[src/logic/dap_pkg.sv]
package dap_pkg;

    // AP register slots, word address within the AP space
    typedef enum logic [5:0] {
        CSW = 6'd0,
        TAR = 6'd1,
        DRW = 6'd3,
        BD0 = 6'd4,
        BD1 = 6'd5,
        BD2 = 6'd6,
        BD3 = 6'd7
    } ap_reg_e;

    // debug-port word address
    typedef enum logic [1:0] {
        CTRL_STAT = 2'd1,
        SELECT    = 2'd2,
        RDBUFF    = 2'd3
    } dp_reg_e;

    typedef enum logic [1:0] {
        IDLE,
        ACCESS,
        RESPOND
    } bridge_state_e;

    typedef struct packed {
        logic [5:0]  addr;
        logic        rnw;
        logic [31:0] wdata;
    } ap_req_t;

    typedef struct packed {
        logic        sector;
        logic [31:0] addr;
        logic        write;
        logic [31:0] wdata;
        logic [2:0]  size;
        logic [6:0]  prot;
        logic        secen;
    } mem_req_t;

    typedef struct packed {
        logic [31:0] rdata;
        logic        slverr;
    } mem_rsp_t;

endpackage

[src/logic/dp_ap_select.sv]
`timescale 1ns/100ps

module dp_ap_select
    import dap_pkg::*;
(
    input  logic        tck,
    input  logic        dbgrstn,
    input  logic        dp_upd,
    input  logic        dp_apnacc,
    input  logic [3:2]  dp_addr,
    input  logic        dp_rnw,
    input  logic [31:0] dp_wdata,
    output logic [31:0] dp_rdata,
    output logic        dp_slverr,
    output logic        ap_upd,
    output ap_req_t     ap_req,
    input  logic [31:0] ap_rdata,
    input  logic        ap_slverr,
    input  logic        ap_busy
);

    logic [3:0] ap_bank;
    logic       sticky_wait;
    logic       ap_blocked;
    logic       ap_issue;
    logic       dp_write;
    logic       dp_read;

    // a strobe already sent counts as busy until mem_ap reacts to it
    assign ap_blocked = ap_busy | ap_upd;
    assign ap_issue   = dp_upd & dp_apnacc & ~ap_blocked;
    assign dp_write   = dp_upd & ~dp_apnacc & ~dp_rnw;
    assign dp_read    = dp_upd & ~dp_apnacc & dp_rnw;

    always_ff @(posedge tck or negedge dbgrstn) begin
        if (!dbgrstn) begin
            ap_upd      <= 1'b0;
            ap_bank     <= 4'h0;
            sticky_wait <= 1'b0;
            dp_slverr   <= 1'b0;
        end else begin
            ap_upd <= ap_issue;
            if (dp_write && dp_addr == SELECT) begin
                ap_bank <= dp_wdata[7:4];
            end
            if (dp_upd && dp_apnacc && ap_blocked) begin
                sticky_wait <= 1'b1;
            end else if (dp_write && dp_addr == CTRL_STAT && dp_wdata[0]) begin
                sticky_wait <= 1'b0;
            end
            if (dp_read) begin
                dp_slverr <= (dp_addr == RDBUFF) & ap_slverr;
            end
        end
    end

    always_ff @(posedge tck) begin
        if (ap_issue) begin
            ap_req.addr  <= {ap_bank, dp_addr};
            ap_req.rnw   <= dp_rnw;
            ap_req.wdata <= dp_wdata;
        end
        if (dp_read) begin
            case (dp_addr)
                CTRL_STAT: dp_rdata <= {30'b0, ap_busy, sticky_wait};
                SELECT:    dp_rdata <= {24'b0, ap_bank, 4'b0};
                RDBUFF:    dp_rdata <= ap_rdata;
                default:   dp_rdata <= dp_rdata;
            endcase
        end
    end

    // holds across the busy handshake with mem_ap
    ap_upd_idle: assert property (@(posedge tck) disable iff (!dbgrstn)
        ap_upd |-> !ap_busy);

endmodule

[src/logic/mem_ap.sv]
`timescale 1ns/100ps

module mem_ap
    import dap_pkg::*;
#(
    parameter bit FIXED_SIZE = 1'b0
) (
    input  logic        tck,
    input  logic        dbgrstn,
    input  logic        ap_upd,
    input  ap_req_t     ap_req,
    output logic [31:0] ap_rdata,
    output logic        ap_slverr,
    output logic        ap_busy,
    output logic        tx_tog,
    output mem_req_t    tx_req,
    input  logic        rx_tog,
    input  mem_rsp_t    rx_rsp,
    input  logic        spiden,
    input  logic        deviceen
);

    logic        csw_dbgswen;
    logic [6:0]  csw_prot;
    logic [1:0]  csw_addrinc;
    logic        csw_sector;
    logic [2:0]  csw_size;
    logic [31:0] csw_word;
    logic [31:0] tar;
    logic        is_mem;
    logic        reg_acc;
    logic        launch;
    logic [2:0]  rx_sync;
    logic        rx_rec;
    logic        rx_rec_dly;
    mem_rsp_t    rsp_q;
    logic [1:0]  dis_sr;
    logic        done;

    assign is_mem  = ap_req.addr inside {DRW, BD0, BD1, BD2, BD3};
    assign reg_acc = ap_upd & ~ap_busy & ~is_mem;
    assign launch  = ap_upd & ~ap_busy & is_mem;

    // mode bits read as zero and bit 7 shows the transfer in progress
    assign csw_word = {csw_dbgswen, csw_prot, spiden, 11'b0, 4'b0, ap_busy,
                       deviceen, csw_addrinc, csw_sector, csw_size};

    always_ff @(posedge tck or negedge dbgrstn) begin
        if (!dbgrstn) begin
            csw_dbgswen <= 1'b0;
            csw_prot    <= 7'h0;
            csw_addrinc <= 2'h0;
            csw_sector  <= 1'b0;
            csw_size    <= 3'h2;
        end else if (reg_acc && ap_req.addr == CSW && !ap_req.rnw) begin
            csw_dbgswen <= ap_req.wdata[31];
            csw_prot    <= ap_req.wdata[30:24];
            csw_addrinc <= ap_req.wdata[5:4];
            csw_sector  <= ap_req.wdata[3];
            csw_size    <= FIXED_SIZE ? csw_size : ap_req.wdata[2:0];
        end
    end

    always_ff @(posedge tck or negedge dbgrstn) begin
        if (!dbgrstn) begin
            tar <= 32'h0;
        end else if (reg_acc && ap_req.addr == TAR && !ap_req.rnw) begin
            tar <= ap_req.wdata & {30'h3fff_ffff, {2{~FIXED_SIZE}}};
        end else if (launch && ap_req.addr == DRW && csw_addrinc == 2'h1) begin
            tar <= tar + (32'h1 << csw_size);
        end
    end

    // a disabled device fakes a failed response two cycles on
    assign done = rx_rec_dly | dis_sr[1];

    always_ff @(posedge tck or negedge dbgrstn) begin
        if (!dbgrstn) begin
            ap_busy    <= 1'b0;
            tx_tog     <= 1'b0;
            dis_sr     <= 2'b00;
            rx_sync    <= 3'b000;
            rx_rec_dly <= 1'b0;
        end else begin
            if (launch) begin
                ap_busy <= 1'b1;
            end else if (done) begin
                ap_busy <= 1'b0;
            end
            if (launch && deviceen) begin
                tx_tog <= ~tx_tog;
            end
            dis_sr     <= {dis_sr[0], launch & ~deviceen};
            rx_sync    <= {rx_sync[1:0], rx_tog};
            rx_rec_dly <= rx_rec;
        end
    end

    assign rx_rec = rx_sync[1] ^ rx_sync[2];

    always_ff @(posedge tck or negedge dbgrstn) begin
        if (!dbgrstn) begin
            ap_rdata  <= 32'h0;
            ap_slverr <= 1'b0;
        end else if (reg_acc) begin
            ap_slverr <= 1'b0;
            if (ap_req.rnw) begin
                ap_rdata <= (ap_req.addr == CSW) ? csw_word :
                            (ap_req.addr == TAR) ? tar : 32'h0;
            end
        end else if (done) begin
            ap_rdata  <= dis_sr[1] ? 32'h0 : rsp_q.rdata;
            ap_slverr <= dis_sr[1] ? 1'b1 : rsp_q.slverr;
        end
    end

    // request held stable until the bridge answers
    always_ff @(posedge tck) begin
        if (launch && deviceen) begin
            tx_req.sector <= csw_sector;
            tx_req.addr   <= (ap_req.addr == DRW) ? tar :
                             {tar[31:4], ap_req.addr[1:0], 2'b00};
            tx_req.write  <= ~ap_req.rnw;
            tx_req.wdata  <= ap_req.wdata;
            tx_req.size   <= csw_size;
            tx_req.prot   <= csw_prot;
            tx_req.secen  <= spiden;
        end
        if (rx_rec) begin
            rsp_q <= rx_rsp;
        end
    end

    tx_tog_with_busy: assert property (@(posedge tck) disable iff (!dbgrstn)
        $changed(tx_tog) |-> $rose(ap_busy));

endmodule

[src/logic/mem_bus_bridge.sv]
`timescale 1ns/100ps

module mem_bus_bridge
    import dap_pkg::*;
#(
    parameter int MEM_WORDS = 64
) (
    input  logic                         tck,
    input  logic                         dbgrstn,
    input  logic                         tx_tog,
    input  mem_req_t                     tx_req,
    output logic                         rx_tog,
    output mem_rsp_t                     rx_rsp,
    output logic                         sram_en,
    output logic [3:0]                   sram_we,
    output logic [$clog2(MEM_WORDS)-1:0] sram_addr,
    output logic [31:0]                  sram_wdata,
    input  logic [31:0]                  sram_rdata
);

    localparam int AW = $clog2(MEM_WORDS);

    bridge_state_e state;
    logic [2:0]    tx_sync;
    logic          tx_rec;
    logic          misaligned;
    logic          err;
    logic          err_q;
    logic [3:0]    lane_we;
    logic [31:0]   lane_wdata;

    assign tx_rec = tx_sync[1] ^ tx_sync[2];

    assign misaligned = (tx_req.size == 3'd1 && tx_req.addr[0]) ||
                        (tx_req.size == 3'd2 && tx_req.addr[1:0] != 2'b00);
    assign err = (tx_req.size > 3'd2) || misaligned ||
                 (tx_req.addr[31:2] >= 30'(MEM_WORDS)) ||
                 (tx_req.sector && !tx_req.secen);

    // narrow data comes low justified and is copied onto every lane
    always_comb begin
        case (tx_req.size)
            3'd0: begin
                lane_we    = 4'b0001 << tx_req.addr[1:0];
                lane_wdata = {4{tx_req.wdata[7:0]}};
            end
            3'd1: begin
                lane_we    = tx_req.addr[1] ? 4'b1100 : 4'b0011;
                lane_wdata = {2{tx_req.wdata[15:0]}};
            end
            default: begin
                lane_we    = 4'b1111;
                lane_wdata = tx_req.wdata;
            end
        endcase
    end

    always_ff @(posedge tck or negedge dbgrstn) begin
        if (!dbgrstn) begin
            state   <= IDLE;
            tx_sync <= 3'b000;
            rx_tog  <= 1'b0;
            sram_en <= 1'b0;
            sram_we <= 4'h0;
            err_q   <= 1'b0;
        end else begin
            tx_sync <= {tx_sync[1:0], tx_tog};
            case (state)
                IDLE: begin
                    if (tx_rec) begin
                        err_q <= err;
                        if (err) begin
                            state <= RESPOND;
                        end else begin
                            state   <= ACCESS;
                            sram_en <= 1'b1;
                            sram_we <= tx_req.write ? lane_we : 4'h0;
                        end
                    end
                end
                ACCESS: begin
                    state   <= RESPOND;
                    sram_en <= 1'b0;
                    sram_we <= 4'h0;
                end
                RESPOND: begin
                    state  <= IDLE;
                    rx_tog <= ~rx_tog;
                end
                default: state <= IDLE;
            endcase
        end
    end

    always_ff @(posedge tck) begin
        if (state == IDLE && tx_rec) begin
            sram_addr  <= tx_req.addr[AW+1:2];
            sram_wdata <= lane_wdata;
        end
        // sram output is valid here, one cycle after the access
        if (state == RESPOND) begin
            rx_rsp.rdata  <= err_q ? 32'h0 : sram_rdata;
            rx_rsp.slverr <= err_q;
        end
    end

    sram_en_in_access: assert property (@(posedge tck) disable iff (!dbgrstn)
        sram_en |-> state == ACCESS);

endmodule

[src/logic/dbg_sram.sv]
`timescale 1ns/100ps

module dbg_sram #(
    parameter int MEM_WORDS = 64
) (
    input  logic                         tck,
    input  logic                         sram_en,
    input  logic [3:0]                   sram_we,
    input  logic [$clog2(MEM_WORDS)-1:0] sram_addr,
    input  logic [31:0]                  sram_wdata,
    output logic [31:0]                  sram_rdata
);

    logic [31:0] mem [MEM_WORDS];

    always_ff @(posedge tck) begin
        if (sram_en) begin
            for (int i = 0; i < 4; i++) begin
                if (sram_we[i]) begin
                    mem[sram_addr][8*i +: 8] <= sram_wdata[8*i +: 8];
                end
            end
            // old word on a write
            sram_rdata <= mem[sram_addr];
        end
    end

endmodule

[src/logic/dap_mem_top.sv]
`timescale 1ns/100ps

module dap_mem_top
    import dap_pkg::*;
#(
    parameter bit FIXED_SIZE = 1'b0,
    parameter int MEM_WORDS  = 64
) (
    input  logic        tck,
    input  logic        dbgrstn,
    input  logic        dp_upd,
    input  logic        dp_apnacc,
    input  logic [3:2]  dp_addr,
    input  logic        dp_rnw,
    input  logic [31:0] dp_wdata,
    output logic [31:0] dp_rdata,
    output logic        dp_slverr,
    output logic        ap_busy,
    input  logic        spiden,
    input  logic        deviceen
);

    logic                         ap_upd;
    ap_req_t                      ap_req;
    logic [31:0]                  ap_rdata;
    logic                         ap_slverr;
    logic                         tx_tog;
    mem_req_t                     tx_req;
    logic                         rx_tog;
    mem_rsp_t                     rx_rsp;
    logic                         sram_en;
    logic [3:0]                   sram_we;
    logic [$clog2(MEM_WORDS)-1:0] sram_addr;
    logic [31:0]                  sram_wdata;
    logic [31:0]                  sram_rdata;

    dp_ap_select u_dp_ap_select (
        .tck       (tck),
        .dbgrstn   (dbgrstn),
        .dp_upd    (dp_upd),
        .dp_apnacc (dp_apnacc),
        .dp_addr   (dp_addr),
        .dp_rnw    (dp_rnw),
        .dp_wdata  (dp_wdata),
        .dp_rdata  (dp_rdata),
        .dp_slverr (dp_slverr),
        .ap_upd    (ap_upd),
        .ap_req    (ap_req),
        .ap_rdata  (ap_rdata),
        .ap_slverr (ap_slverr),
        .ap_busy   (ap_busy)
    );

    mem_ap #(
        .FIXED_SIZE (FIXED_SIZE)
    ) u_mem_ap (
        .tck       (tck),
        .dbgrstn   (dbgrstn),
        .ap_upd    (ap_upd),
        .ap_req    (ap_req),
        .ap_rdata  (ap_rdata),
        .ap_slverr (ap_slverr),
        .ap_busy   (ap_busy),
        .tx_tog    (tx_tog),
        .tx_req    (tx_req),
        .rx_tog    (rx_tog),
        .rx_rsp    (rx_rsp),
        .spiden    (spiden),
        .deviceen  (deviceen)
    );

    mem_bus_bridge #(
        .MEM_WORDS (MEM_WORDS)
    ) u_mem_bus_bridge (
        .tck        (tck),
        .dbgrstn    (dbgrstn),
        .tx_tog     (tx_tog),
        .tx_req     (tx_req),
        .rx_tog     (rx_tog),
        .rx_rsp     (rx_rsp),
        .sram_en    (sram_en),
        .sram_we    (sram_we),
        .sram_addr  (sram_addr),
        .sram_wdata (sram_wdata),
        .sram_rdata (sram_rdata)
    );

    dbg_sram #(
        .MEM_WORDS (MEM_WORDS)
    ) u_dbg_sram (
        .tck        (tck),
        .sram_en    (sram_en),
        .sram_we    (sram_we),
        .sram_addr  (sram_addr),
        .sram_wdata (sram_wdata),
        .sram_rdata (sram_rdata)
    );

endmodule

[config.mk]
export PLATFORM = sky130hd
export DESIGN_NAME = dap_mem_top
export DESIGN_NICKNAME = d
export VERILOG_FILES = /design/src/logic/dap_pkg.sv /design/src/logic/dp_ap_select.sv /design/src/logic/mem_ap.sv /design/src/logic/mem_bus_bridge.sv /design/src/logic/dbg_sram.sv /design/src/logic/dap_mem_top.sv
export SDC_FILE = /design/constraint.sdc
export NUM_CORES = 2
export LEC_CHECK = 0
export ABC_AREA = 1
export BUFFER_PORTS_ARGS = -buffer_cell sky130_fd_sc_hd__buf_2
export CORE_MARGIN = 2
export CORE_UTILIZATION = 38
export CTS_BUF_LIST = sky130_fd_sc_hd__clkbuf_8 sky130_fd_sc_hd__clkbuf_16
export DETAILED_ROUTE_END_ITERATION = 10
export GPL_ROUTABILITY_DRIVEN = 1
export SLEW_MARGIN = 5
export SYNTH_ARGS = -nofsm -noshare
export SYNTH_HDL_FRONTEND = slang
export SYNTH_SLANG_ARGS = --single-unit
[constraint.sdc]
create_clock -name tck -period 5 [get_ports tck]
set_input_delay 0.25 -clock tck [delete_from_list [all_inputs] [get_ports tck]]
set_output_delay 0.25 -clock tck [all_outputs]
set_load 0.02 [all_outputs]
==> results.txt <==
DR pass1 iterations: 8
Post-DP HPWL: 173.2 mm
Tmin final: 3.874 ns
share of cells above drive strength 1: 7.004%
Netlist Area Pre-Place: 99970 µm²
Largest delay share family, worst path: simple AND/OR/NAND/NOR gates
latest clock arrival within the worst-skew pair: 0.93 ns
Clock Sinks: 2431
launch point of the worst hold path: dp_wdata[29]
die width: 516.9 µm
num rows: 188
GRT overflow: 0
Synth Instances: 8965
routed len/inst: 23.19 µm
largest net degree at the start of global routing: 188
Non-Filler Instances: 12750
area share of the largest cell type after synthesis: 69.84%
max-slew violations: 0
Slew HR: 10.13%
CTS Hold Bufs: 46
Seq cells post-synth: 2431
syn_nets: 9015
worst-path fanout max: 129
RSZ-0062 raised after global routing: false
hold depth: 2
DR vias: 67220
LEAKAGE: 41.91 nW
Total GRT Usage: 21.73%
CP peak stage delay: 0.94 ns
post-route clock period utilization: 77.47%
Num CTS Buffers: 274
top post-synthesis cells by area: edfxtp_1, nand2_1, a21oi_1
Die Height: 516.9 µm
Routed Antenna Nets: 0
Seq/Total Area, Yosys: 72.49%
Worst EP required: 5.52 ns
final setup fails: 0
async set or reset register ratio after synthesis: 4.360%
Post-CTS Setup Inserts: 0
Avg Synthesized Cell Area: 11.15 µm²
worst r2r dst: u_dbg_sram.mem[4][27]
Hold Crit Endpoint: u_dp_ap_select.ap_req[29]
worst hold slack: 0.06171 ns
H-tree depth: 5
clock slew at reported path FFs: 0.06 ns
Post-CTS Resized: 0
worst hold path type: in2reg
routability cong.: 0.8840
CP Capture Type: flip-flop
Core Area: 262000 µm²
R2R setup slack: 1.13 ns
post-route cell area: 112400 µm²
Port Buf Inserts: 74
area leader, netlist: edfxtp_1
placed cell areas: 103600 µm²
Setup CP Type: reg2reg
area delta synth->final: 12.43%
initial antenna violation count: 15
Main synth FF type: edfxtp_1
vias in the first global route: 63690
max-capacitance violation count: 0
fin nets: 9086
Slowest cell on crit path: nor2_1
Post-Route WL: 295.6 mm
Arrival @ worst endpoint: 4.39 ns
Post-synth EDFFs: 2325
Peak Freq: 258.2 MHz
maximum clock insertion buffer count: 4
DIE AREA: 267200 µm²
Initial Util: 38.15%
FF-to-FF Start: u_mem_bus_bridge.sram_addr[0]
Fillers: 24300
synth warn: 0
initial DRC count: 8900
CTS tree: built
Final Hold Vio Count: 0
drt drc: 0
global-route wire length before repair: 430.1 mm
distinct cell type count after synthesis: 45
Worst VDD drop: 0.0007423 V
total negative slack: 0 ns
nature of the critical path startpoint: flip-flop
Final Skew: 0.07084 ns
io pins: 75
status: complete, no violations
clock root buffer: clkbuf_16
worst path bufs/invs: 3
critical-path cell list: inv_16 > nand3_1 > inv_2 > buf_12 > nand2_1 > nor2_1
Worst Tran Pin Value: 1.348 ns
PnR Total Power: 0.05879 W
r2r worst-path depth: 6
Avg Vias per Cell: 5.274
Power Dens Cells: 523.0 nW/µm²
Inst Count DP: 12230
-- worst max path at each step --
stage                                  startpoint                         to  depth (start not counted)
finish              u_mem_bus_bridge.sram_addr[0]      u_dbg_sram.mem[4][27]                          6
global route        u_mem_bus_bridge.sram_addr[0]  u_dbg_sram.sram_rdata[30]                         11
CTS                 u_mem_bus_bridge.sram_addr[0]     u_dbg_sram.mem[12][18]                          6
detailed placement  u_mem_bus_bridge.sram_addr[0]      u_dbg_sram.mem[4][27]                          6
global placement    u_mem_bus_bridge.sram_addr[0]      u_dbg_sram.mem[4][27]                          6
floorplan                        u_mem_ap.ap_busy   u_dp_ap_select.ap_req[0]                          1
-- synthesized netlist by cell type, drive strengths merged (2+ instances only) --
master / instances
nand2: 3968
edfxtp: 2325
a21oi: 740
nor2: 489
o21ai: 403
buf: 354
inv: 191
nand3: 152
clkbuf: 132
dfrtp: 105
nor3: 31
a22oi: 10
nand4: 10
o211ai: 9
ha: 8
nand3b: 6
xor2: 6
xnor2: 5
mux2: 4
clkinv: 3
nor3b: 3
or2: 2
-- through the flow --
step / setup slack [ns] / util (%)
floorplan: 1.240 / -
global placement: 1.315 / 39.54
detailed placement: 1.294 / 39.54
CTS: 1.253 / 42.89
global route: 1.088 / 42.89
finish: 1.126 / 42.90
-- cell families (layout without fill, tap and decap cells) --
group                    count (synthesis)  in the layout  share of synthesized area, %
buffers and inverters                  680            938                         3.397
flip-flops                            2431           2431                         72.49
other                                    0              8                             0
AND/OR/NAND/NOR                       4663           4663                         17.95
adder cells (fa/ha/maj)                  9              9                        0.1202
AO/OA/AOI/OAI                         1167           1167                         5.903
XOR/XNOR                                11             11                       0.09637
multiplexers                             4              4                       0.04505
-- cell usage in the layout (no fill, tap or decap), drive strengths merged, types with 6 or more instances in the layout --
cell,netlist,layout
a22oi,10,10
edfxtp,2325,2325
diode,0,8
nor2,489,489
nand4,10,10
dfrtp,105,105
xor2,6,6
nor3,31,31
o21ai,403,403
clkbuf,132,285
clkinv,3,90
ha,8,8
buf,354,236
o211ai,9,9
dlygate4sd3,0,45
nand3,152,152
bufinv,0,16
nand3b,6,6
nand2,3968,3968
a21oi,740,740
inv,191,262
-- registers in the layout, summed over array words and instances, names as in the netlist, 4 cells and up --
name,cells
u_dbg_sram.sram_rdata,32
u_mem_ap.tar,32
u_mem_bus_bridge.sram_wdata,32
u_mem_ap.csw_prot,7
u_mem_bus_bridge.sram_addr,6
u_mem_ap.ap_rdata,32
u_mem_bus_bridge.sram_we,4
u_mem_ap.rsp_q,33
u_mem_bus_bridge.rx_rsp,33
u_dp_ap_select.ap_req,39
u_dp_ap_select.ap_bank,4
u_dp_ap_select.dp_rdata,32
u_dbg_sram.mem,2048
u_mem_ap.tx_req,70
-- report_power, final --
group          switching [W]  leakage [nW]  internal, W
logic                 0.0112          15.2      0.00311
clock network        0.00793          4.31       0.0110
registers           0.000485          22.4       0.0250
-- layout make-up --
type                            instances  area (µm²)  share of cell area, %
Multi-Input combinational cell       5854       24190                  21.52
Tap cell                             3515        4398                  3.913
Timing Repair Buffer                  281        2272                  2.021
Antenna cell                            8       20.02                0.01781
Clock inverter                        178        1205                  1.072
Clock buffer                          285        7087                  6.305
Sequential cell                      2431       72470                  64.47
Inverter                              194       759.5                 0.6757
-- routing by layer --
metal | up-vias | global-route usage, % | routed length [µm]
met1 | 32860 | 30.22 | 120400
met3 | 607 | 4.056 | 29180
li1 | 30470 | - | -
met2 | 3281 | 33.46 | 133400
met5 | - | 0.1262 | 134
met4 | 12 | 9.007 | 12570
(Power assumes the default switching activity.)
